$ cat config.mk
export PLATFORM = sky130hd
export DESIGN_NAME = mdc_top
export DESIGN_NICKNAME = d
export VERILOG_FILES = /design/src/hdl/mdc_pkg.sv /design/src/hdl/element_decoder.sv /design/src/hdl/credit_fifo.sv /design/src/hdl/minor_engine.sv /design/src/hdl/mdc_top.sv
export SDC_FILE = /design/constraint.sdc
export NUM_CORES = 1
export LEC_CHECK = 0
export ABC_AREA = 1
export ABC_CLOCK_PERIOD_IN_PS = 22900
export BUFFER_PORTS_ARGS = -buffer_cell sky130_fd_sc_hd__buf_4
export CORE_ASPECT_RATIO = 0.8
export CORE_MARGIN = 8
export CORE_UTILIZATION = 40
export CTS_CLUSTER_DIAMETER = 150
export DETAILED_ROUTE_END_ITERATION = 7
export GPL_TIMING_DRIVEN = 1
export PLACE_DENSITY_LB_ADDON = 0.05
export SLEW_MARGIN = 20
export SYNTH_ARGS = -nofsm -noshare
export SYNTH_HDL_FRONTEND = slang
export SYNTH_SLANG_ARGS = --single-unit
$ cat constraint.sdc
create_clock -name clk -period 22.9 [get_ports clk]
set_clock_uncertainty 0.1 [all_clocks]
set_input_delay 1.145 -clock clk [delete_from_list [all_inputs] [get_ports clk]]
set_output_delay 1.145 -clock clk [all_outputs]
set_load 0.05 [all_outputs]
$ cat src/hdl/mdc_pkg.sv
/*
 * matrix minor calculator shared definitions
 * codeword, element and determinant widths plus matrix size
 */

`default_nettype none

package mdc_pkg;

    // ==================================================================
    // widths
    // ==================================================================
    parameter int code_w = 15;  // hamming(15,11) codeword
    parameter int elem_w = 11;  // decoded data bits
    parameter int det_w  = 23;  // a*d - b*c worst case plus sign
    parameter int mat_n  = 4;   // rows and columns per matrix

    // ==================================================================
    // payload types
    // ==================================================================
    // codeword bit layout
    //   bit 14 is hamming position 1, bit 0 is position 15
    //   parity at positions 1, 2, 4, 8
    //   data msb first at positions 3, 5, 6, 7, 9..15
    typedef logic [code_w-1:0] code_t;

    // two's complement element taken from the 11 data bits
    typedef logic signed [elem_w-1:0] elem_t;

    // one 2x2 minor, sign extended
    typedef logic signed [det_w-1:0] det_t;

endpackage

`default_nettype wire

$ cat src/hdl/element_decoder.sv
/*
 * element decoder
 * single bit hamming correction and data extraction, one codeword per cycle
 */

`timescale 1ns/100ps
`default_nettype none

module element_decoder (
    input  wire logic           clk,
    input  wire logic           rst_n,
    input  wire logic           code_valid,
    input  wire mdc_pkg::code_t code,
    output logic                elem_valid,
    output mdc_pkg::elem_t      elem
);

    localparam int syn_w = $clog2(mdc_pkg::code_w + 1);  // 4 bits for 15 positions

    logic [syn_w-1:0] syndrome;  // position of flipped bit, 0 when clean
    mdc_pkg::code_t   fixed;     // corrected codeword
    mdc_pkg::elem_t   data;      // extracted data bits

    // ==================================================================
    // syndrome and correction
    // ==================================================================
    always_comb begin
        syndrome = '0;
        for (int p = 1; p <= mdc_pkg::code_w; p++) begin
            if (code[mdc_pkg::code_w - p]) begin  // position p sits at bit 15-p
                syndrome = syndrome ^ syn_w'(p);
            end
        end
    end

    always_comb begin
        fixed = code;
        if (syndrome != '0) begin
            // flip the bit the syndrome points at
            fixed[mdc_pkg::code_w - int'(syndrome)] = ~code[mdc_pkg::code_w - int'(syndrome)];
        end
    end

    // data at positions 3, 5..7, 9..15
    assign data = {fixed[12], fixed[10:8], fixed[6:0]};

    // ==================================================================
    // output stage
    // ==================================================================
    always_ff @(posedge clk or negedge rst_n) begin
        if (!rst_n) begin
            elem_valid <= 1'b0;
        end else begin
            elem_valid <= code_valid;  // fixed 1 cycle latency
        end
    end

    always_ff @(posedge clk) begin
        if (code_valid) begin
            elem <= data;
        end
    end

endmodule

`default_nettype wire

$ cat src/hdl/credit_fifo.sv
/*
 * credit fifo, generic payload
 * sends head item against downstream credits, returns one credit upstream per send
 */

`timescale 1ns/100ps
`default_nettype none

module credit_fifo #(
    parameter int  depth        = 4,
    parameter int  init_credits = 0,
    parameter type payload_t    = logic [7:0]
) (
    input  wire logic     clk,
    input  wire logic     rst_n,
    input  wire logic     push_valid,
    input  wire payload_t push_data,
    output logic          push_credit,
    output logic          pop_valid,
    output payload_t      pop_data,
    input  wire logic     pop_credit
);

    localparam int ptr_w  = (depth > 1) ? $clog2(depth) : 1;
    localparam int cnt_w  = $clog2(depth + 1);
    localparam int cred_w = 16;  // headroom for credits banked by the sink

    localparam logic [ptr_w-1:0] last_ptr = ptr_w'(depth - 1);

    payload_t          mem [depth];  // circular store
    logic [ptr_w-1:0]  wr_ptr;
    logic [ptr_w-1:0]  rd_ptr;
    logic [cnt_w-1:0]  count;        // items held
    logic [cred_w-1:0] credits;      // downstream slots we may still fill
    logic              send;

    // ==================================================================
    // send decision
    // ==================================================================
    // head goes out once stored and the receiver has room
    assign send        = (count != '0) && (credits != '0);
    assign pop_valid   = send;
    assign pop_data    = mem[rd_ptr];
    assign push_credit = send;  // slot freed on the same cycle

    // ==================================================================
    // store
    // ==================================================================
    always_ff @(posedge clk) begin
        if (push_valid) begin
            mem[wr_ptr] <= push_data;  // upstream never pushes when full
        end
    end

    // ==================================================================
    // pointers, fill level, credits
    // ==================================================================
    always_ff @(posedge clk or negedge rst_n) begin
        if (!rst_n) begin
            wr_ptr <= '0;
            rd_ptr <= '0;
        end else begin
            if (push_valid) begin
                wr_ptr <= (wr_ptr == last_ptr) ? '0 : wr_ptr + 1'b1;
            end
            if (send) begin
                rd_ptr <= (rd_ptr == last_ptr) ? '0 : rd_ptr + 1'b1;
            end
        end
    end

    always_ff @(posedge clk or negedge rst_n) begin
        if (!rst_n) begin
            count <= '0;
        end else begin
            count <= count + cnt_w'(push_valid) - cnt_w'(send);
        end
    end

    always_ff @(posedge clk or negedge rst_n) begin
        if (!rst_n) begin
            credits <= cred_w'(init_credits);  // receiver slot count
        end else begin
            // spend one per send, gain one per returned pulse
            credits <= credits + cred_w'(pop_credit) - cred_w'(send);
        end
    end

endmodule

`default_nettype wire

$ cat src/hdl/minor_engine.sv
/*
 * minor engine
 * tracks element position and emits a*d - b*c for every 2x2 window
 */

`timescale 1ns/100ps
`default_nettype none

module minor_engine #(
    parameter int out_depth = 4
) (
    input  wire logic           clk,
    input  wire logic           rst_n,
    input  wire logic           elem_valid,
    input  wire mdc_pkg::elem_t elem,
    output logic                elem_credit,
    output logic                det_valid,
    output mdc_pkg::det_t       det,
    input  wire logic           det_credit
);

    localparam int idx_w  = $clog2(mdc_pkg::mat_n);
    localparam int cred_w = $clog2(out_depth + 1);

    localparam logic [idx_w-1:0] last_idx = idx_w'(mdc_pkg::mat_n - 1);

    logic              slot_valid;  // single input slot
    mdc_pkg::elem_t    slot_data;
    logic [idx_w-1:0]  row;
    logic [idx_w-1:0]  col;
    logic [idx_w-1:0]  col_m1;      // column to the left
    mdc_pkg::elem_t    prev_row [mdc_pkg::mat_n];
    mdc_pkg::elem_t    cur_row  [mdc_pkg::mat_n];
    logic [cred_w-1:0] res_cred;    // free result fifo slots
    logic              need_det;
    logic              consume;
    logic              reserve;     // consume that yields a result
    mdc_pkg::det_t     prod_ad;
    mdc_pkg::det_t     prod_bc;

    // ==================================================================
    // consume control
    // ==================================================================
    assign need_det    = (row != '0) && (col != '0);  // window closes here
    // stall only when a result is due and no room downstream
    assign consume     = slot_valid && (!need_det || (res_cred != '0));
    assign reserve     = consume && need_det;
    assign elem_credit = consume;  // hand the slot back
    assign col_m1      = col - 1'b1;

    always_ff @(posedge clk or negedge rst_n) begin
        if (!rst_n) begin
            slot_valid <= 1'b0;
        end else if (elem_valid) begin
            slot_valid <= 1'b1;  // fifo only sends into a free slot
        end else if (consume) begin
            slot_valid <= 1'b0;
        end
    end

    always_ff @(posedge clk) begin
        if (elem_valid) begin
            slot_data <= elem;
        end
    end

    // row major position, wraps to the next matrix after 16
    always_ff @(posedge clk or negedge rst_n) begin
        if (!rst_n) begin
            row <= '0;
            col <= '0;
        end else if (consume) begin
            if (col == last_idx) begin
                col <= '0;
                row <= (row == last_idx) ? '0 : row + 1'b1;
            end else begin
                col <= col + 1'b1;
            end
        end
    end

    // ==================================================================
    // row buffers
    // ==================================================================
    always_ff @(posedge clk) begin
        if (consume) begin
            cur_row[col] <= slot_data;
            if (col == last_idx) begin
                // finished row becomes the upper row of the next windows
                for (int i = 0; i < mdc_pkg::mat_n; i++) begin
                    prev_row[i] <= (i == mdc_pkg::mat_n - 1) ? slot_data : cur_row[i];
                end
            end
        end
    end

    // ==================================================================
    // determinant
    // ==================================================================
    // signed operands widen to det_t before the multiply
    assign prod_ad = prev_row[col_m1] * slot_data;   // a*d
    assign prod_bc = prev_row[col] * cur_row[col_m1];  // b*c

    always_ff @(posedge clk or negedge rst_n) begin
        if (!rst_n) begin
            det_valid <= 1'b0;
        end else begin
            det_valid <= reserve;  // 1 cycle after consume
        end
    end

    always_ff @(posedge clk) begin
        if (reserve) begin
            det <= prod_ad - prod_bc;
        end
    end

    always_ff @(posedge clk or negedge rst_n) begin
        if (!rst_n) begin
            res_cred <= cred_w'(out_depth);
        end else begin
            res_cred <= res_cred + cred_w'(det_credit) - cred_w'(reserve);
        end
    end

endmodule

`default_nettype wire

$ cat src/hdl/mdc_top.sv
/*
 * matrix minor calculator top
 * decoder, element fifo, minor engine and result fifo with credit flow control
 */

`timescale 1ns/100ps
`default_nettype none

module mdc_top #(
    parameter int in_depth  = 4,  // element fifo slots, source credits
    parameter int out_depth = 4   // result fifo slots
) (
    input  wire logic           clk,
    input  wire logic           rst_n,
    input  wire logic           in_valid,
    input  wire mdc_pkg::code_t in_data,
    output logic                in_credit,
    output logic                out_valid,
    output mdc_pkg::det_t       out_data,
    input  wire logic           out_credit
);

    logic           dec_valid;    // decoder to element fifo
    mdc_pkg::elem_t dec_elem;
    logic           eng_valid;    // element fifo to engine
    mdc_pkg::elem_t eng_elem;
    logic           eng_credit;   // engine slot freed
    logic           det_valid;    // engine to result fifo
    mdc_pkg::det_t  det;
    logic           det_credit;   // result fifo slot freed

    // ==================================================================
    // input side
    // ==================================================================
    element_decoder dec_i (
        .clk        (clk),
        .rst_n      (rst_n),
        .code_valid (in_valid),
        .code       (in_data),
        .elem_valid (dec_valid),
        .elem       (dec_elem)
    );

    // one credit toward the engine's single slot
    credit_fifo #(
        .depth        (in_depth),
        .init_credits (1),
        .payload_t    (mdc_pkg::elem_t)
    ) elem_fifo_i (
        .clk         (clk),
        .rst_n       (rst_n),
        .push_valid  (dec_valid),
        .push_data   (dec_elem),
        .push_credit (in_credit),  // back to the source
        .pop_valid   (eng_valid),
        .pop_data    (eng_elem),
        .pop_credit  (eng_credit)
    );

    // ==================================================================
    // compute and output side
    // ==================================================================
    minor_engine #(
        .out_depth (out_depth)
    ) eng_i (
        .clk         (clk),
        .rst_n       (rst_n),
        .elem_valid  (eng_valid),
        .elem        (eng_elem),
        .elem_credit (eng_credit),
        .det_valid   (det_valid),
        .det         (det),
        .det_credit  (det_credit)
    );

    // sink grants every result, nothing banked at reset
    credit_fifo #(
        .depth        (out_depth),
        .init_credits (0),
        .payload_t    (mdc_pkg::det_t)
    ) det_fifo_i (
        .clk         (clk),
        .rst_n       (rst_n),
        .push_valid  (det_valid),
        .push_data   (det),
        .push_credit (det_credit),
        .pop_valid   (out_valid),
        .pop_data    (out_data),
        .pop_credit  (out_credit)
    );

endmodule

`default_nettype wire

==> results.json, run 1 <==
{
  "grt.overflow.total": 0,
  "core_mm2": 0.0612,
  "critPathKind": "reg -> reg",
  "min_path_type": "reg -> reg",
  "p_leak_uw": 0.0126,
  "netSwitchingFraction_pct": 28.1,
  "slew_headroom_pct": 25.2,
  "power.net_switching_uw": 415,
  "synth_area_leaders": "edfxtp_1 (31%), fa_1 (19%), ha_1 (9.3%), inv_1 (8.2%), nand2_1 (6.2%)",
  "asyncSetResetFlopFracSynth_pct": 17.8,
  "grt_max_degree": 70,
  "p_comb_share_pct": 18.3,
  "ctsLongestPathBuffers": 3,
  "netlist_area_mm2": 0.0248,
  "port_buffers": 43,
  "drtAntennaViolNets": 0,
  "cp_data_arrival_time_ns": 9.63,
  "finalSetupViolCount": 0,
  "hold_viol": 0,
  "max_stage_delay_ns": 0.76,
  "drc": 0,
  "die_width_um": 294,
  "synth_edf_count": 258,
  "cp-end-kind": "flop",
  "clock_latency_ns": 0.55,
  "die_y_um": 239,
  "grt_usage_pct": 17.4,
  "final_common_cell": "inv_1",
  "holdBufCountCts": 0,
  "yosysSeqAreaShare_pct": 36.9,
  "clockRootBuffer": "clkbuf_16",
  "drtIter0Drc": 1010,
  "fp-row-count": 81,
  "min_path_cells": 0,
  "yosysWarningCount": 0,
  "wirelength_um": 59800,
  "max_cap_violations": 0,
  "cts_resized": 0,
  "p_int_uw": 1060,
  "r2r_cells": 34,
  "final_core_util_pct": 44.3,
  "yosys.area.top_type": "edfxtp_1",
  "first_pass_iters": 5,
  "status": "completed",
  "synthDistinctLibCells": 50,
  "fmax_mhz": 106,
  "syn_avg_cell_area_um2": 9.58,
  "vias": 17100,
  "diodes": 0,
  "post-cts-setup-buffer-count": 0,
  "grt_pass1_wl_um": 97300,
  "grt_pass1_vias": 17600,
  "synth_top_area_share_pct": 31.2,
  "path_buf_inv": 10,
  "layout.nets": 3081,
  "io_pins": 44,
  "antenna_found_initial": 0,
  "reg2reg_setup_slack_ns": 13.50,
  "path_common_cell": "inv_1",
  "clk_pin_slew_ns": 0.06,
  "drive_above_1_share_pct": 6.05,
  "cts_max_level": 2,
  "ir_drop_mv": 0.0628,
  "tns_ns": 0,
  "crit_fanout": 69,
  "cp_slowest_cell": "a32oi_1",
  "worstMarginPinSlew_ns": 1.12,
  "worstPathRequired_ns": 23.13,
  "gp_congestion": 0.894,
  "synth_fp_nets": 3034,
  "rsz0062_at_grt": "false",
  "clkSinkCount": 314,
  "synth_seq_cells": 314,
  "cts_buffers": 36,
  "p_seq_share_pct": 45.7,
  "cts_tree": "built",
  "slew_violations": 0,
  "pwr-share-clk_pct": 36.0,
  "critical_path_depth": 34,
  "initial_utilization_pct": 40.5,
  "p_per_area_mw_per_mm2": 54.3,
  "cp_top_family": "adder cells",
  "final.min_clock_period_ns": 9.40,
  "wire_per_inst_um": 17.1,
  "area_delta_synth_final_pct": 9.41,
  "die_area_mm2": 0.0703,
  "dp_hpwl_um": 47500,
  "final_cell_mix": "inv_1 (541), nand2_1 (413), nor2_1 (277)",
  "finalCritPeriodShare_pct": 41.0,
  "worst_setup_path_start_kind": "flop",
  "syn_inst": 2590,
  "viasPerCell": 4.89,
  "synth-main-ff-cell": "edfxtp_1"
}
## synth_stat cells (all sizes together), types with 43 or more instances
library cell / n
ha: 185
nand2: 432
xnor2: 43
edfxtp: 258
nand3: 49
fa: 240
o21ai: 144
xor2: 72
nor2: 279
a21oi: 97
dfrtp: 54
inv: 548
## power by group through the flow
| stage | clock network, uW | registers, uW | logic [uW] |
|---|---|---|---|
| 2_1_floorplan | 0 | 682 | 216 |
| 3_3_place_gp | 0 | 686 | 265 |
| 3_5_place_dp | 0 | 686 | 270 |
| 4_1_cts | 551 | 675 | 272 |
| 5_1_grt | 571 | 679 | 310 |
| 6_report | 531 | 675 | 269 |
## stage by stage
stage                     worst slack (ns)  instances  cell area (um^2)  hold WS [ns]  total power, uW
final                                13.50       3492             27100         0.348             1480
after global routing                 12.78       3492             27100         0.358             1560
after CTS                            13.52       3492             27100         0.346             1500
after detailed placement             13.57       3429             26100         0.333              956
after global placement               13.69       3429             26100         0.335              952
after floorplan                      15.20       2590             24800         0.327              897
## area by class of cell
cell class / instances / area [um^2]
multi-input combinational: 1669 / 13300
fill: 5982 / 34100
timing repair buffer: 60 / 450
sequential: 314 / 9150
clock inverter: 11 / 93.8
inverter: 556 / 2090
tap: 830 / 1040
clock buffer: 52 / 981
## registers in the layout (all words and copies together) (netlist names)
name and flops:
dec_i.elem_valid 1, eng_i.slot_data 11, det_fifo_i.count 3, elem_fifo_i.wr_ptr 2, eng_i.det_valid 1, elem_fifo_i.credits 16
eng_i.res_cred 3, eng_i.prev_row 33, det_fifo_i.mem 92, eng_i.row 2, det_fifo_i.wr_ptr 2, det_fifo_i.credits 16
eng_i.slot_valid 1, elem_fifo_i.rd_ptr 2, eng_i.det 23, eng_i.col 2, elem_fifo_i.count 3, eng_i.cur_row 44
dec_i.elem 11, det_fifo_i.rd_ptr 2, elem_fifo_i.mem 44
## logic make-up (layout without fill, tap and decap cells)
| kind of cell | count (synthesis) | in the layout | synth area share (%) |
|---|---|---|---|
| buf+inv | 607 | 679 | 9.38 |
| compound gates | 340 | 340 | 8.04 |
| flops | 314 | 314 | 36.9 |
| xor+xnor | 115 | 115 | 4.15 |
| fa+ha+maj | 425 | 425 | 28.7 |
| simple gates | 789 | 789 | 12.8 |
## metal layers
metal	GRT usage [%]	routed length, um	vias up
met2	27.2	26100	309
met1	25.8	30000	8415
met3	2.62	2790	50
li1	-	-	8288
met4	3.16	815	0
met5	0	0	-
## worst paths after layout
| check | start | end |
|---|---|---|
| max | eng_i.col[0] | eng_i.det[19] |
| min | eng_i.cur_row[2][5] | eng_i.prev_row[2][5] |
| max reg2reg | eng_i.col[0] | eng_i.det[19] |
| min reg2reg | eng_i.cur_row[2][5] | eng_i.prev_row[2][5] |
| max in group asynchronous | rst_n | eng_i.col[0] |
| min in group asynchronous | rst_n | elem_fifo_i.credits[11] |
Power figures use the tool's default switching activity.
==> run 2: changes to the inputs <==
--- a/config.mk
+++ b/config.mk
@@ -6,7 +6,7 @@
 export NUM_CORES = 1
 export LEC_CHECK = 0
 export ABC_AREA = 1
-export ABC_CLOCK_PERIOD_IN_PS = 22900
+export ABC_CLOCK_PERIOD_IN_PS = 9190
 export BUFFER_PORTS_ARGS = -buffer_cell sky130_fd_sc_hd__buf_4
 export CORE_ASPECT_RATIO = 0.8
 export CORE_MARGIN = 8
==> constraint.sdc (replaced) <==
create_clock -name clk -period 9.19 [get_ports clk]
set_clock_uncertainty 0.1 [all_clocks]
set_input_delay 0.4595 -clock clk [delete_from_list [all_inputs] [get_ports clk]]
set_output_delay 0.4595 -clock clk [all_outputs]
set_load 0.05 [all_outputs]
==> results.json, run 2 (synthesis results as in run 1) <==
{
  "status": "completed",
  "p_int_uw": 2770,
  "worstMarginPinSlew_ns": 1.06,
  "final_common_cell": "inv_1",
  "worst_setup_path_start_kind": "flop",
  "diodes": 0,
  "initial_utilization_pct": 40.5,
  "final_cell_mix": "inv_1 (542), nand2_1 (413), nor2_1 (276)",
  "cts_buffers": 35,
  "slew_violations": 0,
  "p_comb_share_pct": 17.6,
  "top_register": "det_fifo_i.mem",
  "clockRootBuffer": "clkbuf_16",
  "p_per_area_mw_per_mm2": 140,
  "pwr-share-clk_pct": 38.4,
  "grt_max_degree": 69,
  "die_y_um": 239,
  "cts_max_level": 2,
  "wire_per_inst_um": 16.8,
  "cts_tree": "built",
  "port_buffers": 43,
  "slew_headroom_pct": 29.3,
  "final_area_mm2": 0.0273,
  "drtIter0Drc": 1207,
  "worstPathRequired_ns": 9.38,
  "hold_viol": 0,
  "vias": 17100,
  "antenna_found_initial": 1,
  "finalCritPeriodShare_pct": 90.6,
  "area_delta_synth_final_pct": 10.2,
  "grt_pass1_vias": 17500,
  "tns_ns": 0,
  "max_stage_delay_ns": 0.51,
  "die_width_um": 294,
  "clock_latency_ns": 0.56,
  "final.min_clock_period_ns": 8.33,
  "cp_top_family": "adder cells",
  "critPathKind": "reg -> reg",
  "rsz0062_at_grt": "false",
  "die_area_mm2": 0.0703,
  "cp_data_arrival_time_ns": 8.52,
  "viasPerCell": 4.87,
  "fp-row-count": 81,
  "gp_congestion": 0.892,
  "netSwitchingFraction_pct": 27.5,
  "ir_drop_mv": 0.144,
  "placed_area_mm2": 0.0261,
  "grt_usage_pct": 17.1,
  "drc": 0,
  "p_leak_uw": 0.0127,
  "drive_above_1_share_pct": 6.41,
  "dp_hpwl_um": 46900,
  "wirelength_um": 58900,
  "min_path_type": "in -> reg",
  "ctsLongestPathBuffers": 3,
  "drtAntennaViolNets": 0,
  "cp_slowest_cell": "fa_1",
  "largest_reg_flops": 92,
  "power.net_switching_uw": 1050,
  "p_seq_share_pct": 44.0,
  "crit_fanout": 9,
  "cp-end-kind": "flop",
  "fmax_mhz": 120,
  "path_buf_inv": 6,
  "layout.nets": 3087,
  "io_pins": 44,
  "max_cap_violations": 0,
  "clkSinkCount": 314,
  "grt.overflow.total": 0,
  "top_regs": "det_fifo_i.mem (92), elem_fifo_i.mem (44), eng_i.cur_row (44)",
  "cts_resized": 0,
  "finalSetupViolCount": 0,
  "grt_pass1_wl_um": 95700,
  "core_mm2": 0.0612,
  "clk_pin_slew_ns": 0.06,
  "first_pass_iters": 5
}
## run 2: cell type report
cell class / count / area [um^2]
fillers: 5951 / 33900
multi-input cells: 1669 / 13300
clock buffers: 39 / 891
flip-flops and latches: 314 / 9150
inverters: 556 / 2090
clock inverters: 24 / 317
well taps: 830 / 1040
repair buffers: 67 / 505
## run 2: timing repair
item	in CTS	in global routing
buffers inserted	0	0
endpoints found under the setup margin	0	0
hold buffers	1	0
endpoints found under the hold margin	54	0
## run 2: through the flow
stage	total power [uW]	hold slack [ns]	cells	setup WS, ns	util (%)
6_report	3820	0.0341	3499	0.860	44.6
5_1_grt	4030	0.0262	3499	0.121	44.6
4_1_cts	3870	0.00733	3499	0.902	44.6
3_5_place_dp	2390	0.334	3435	0.952	42.7
3_3_place_gp	2370	0.332	3435	1.24	42.7
2_1_floorplan	2240	0.0639	2590	1.49	-
## run 2: worst paths after layout
kind | start | to | slack (ns) | cells after the start
max reg2reg | eng_i.col[1] | eng_i.det[22] | 0.86 | 31
min | out_credit | det_fifo_i.credits[0] | 0.03 | 2
min in group asynchronous | rst_n | elem_fifo_i.credits[3] | 0.43 | 2
max | eng_i.col[1] | eng_i.det[22] | 0.86 | 31
min reg2reg | eng_i.cur_row[1][0] | eng_i.prev_row[1][0] | 0.34 | 0
max in group asynchronous | rst_n | eng_i.col[0] | 8.03 | 2
## run 2: worst reg2reg max path, delay by kind of cell (launching register included)
family / cells / cell delay, ns
xor gates and xnor gates: 1 / 0.17
adders and majority gates: 8 / 3.50
and+or+nand+nor: 6 / 1.14
buffers and inverters: 6 / 0.93
DFF: 1 / 0.39
AOI/OAI and AO/OA: 10 / 1.87
## run 2: metal layers
metal,vias up,GRT usage [%],routed length (um)
met5,-,0,13
met4,2,3.27,1040
met3,69,3.26,3080
met2,321,26.9,25700
met1,8352,24.7,29100
li1,8311,-,-
## run 2: power groups by stage
stage | Combinational (uW) | Sequential [uW] | Clock, uW
final | 671 | 1680 | 1470
after CTS | 678 | 1680 | 1510
after floorplan | 537 | 1700 | 0
after global routing | 776 | 1690 | 1560
after global placement | 662 | 1710 | 0
after detailed placement | 674 | 1710 | 0
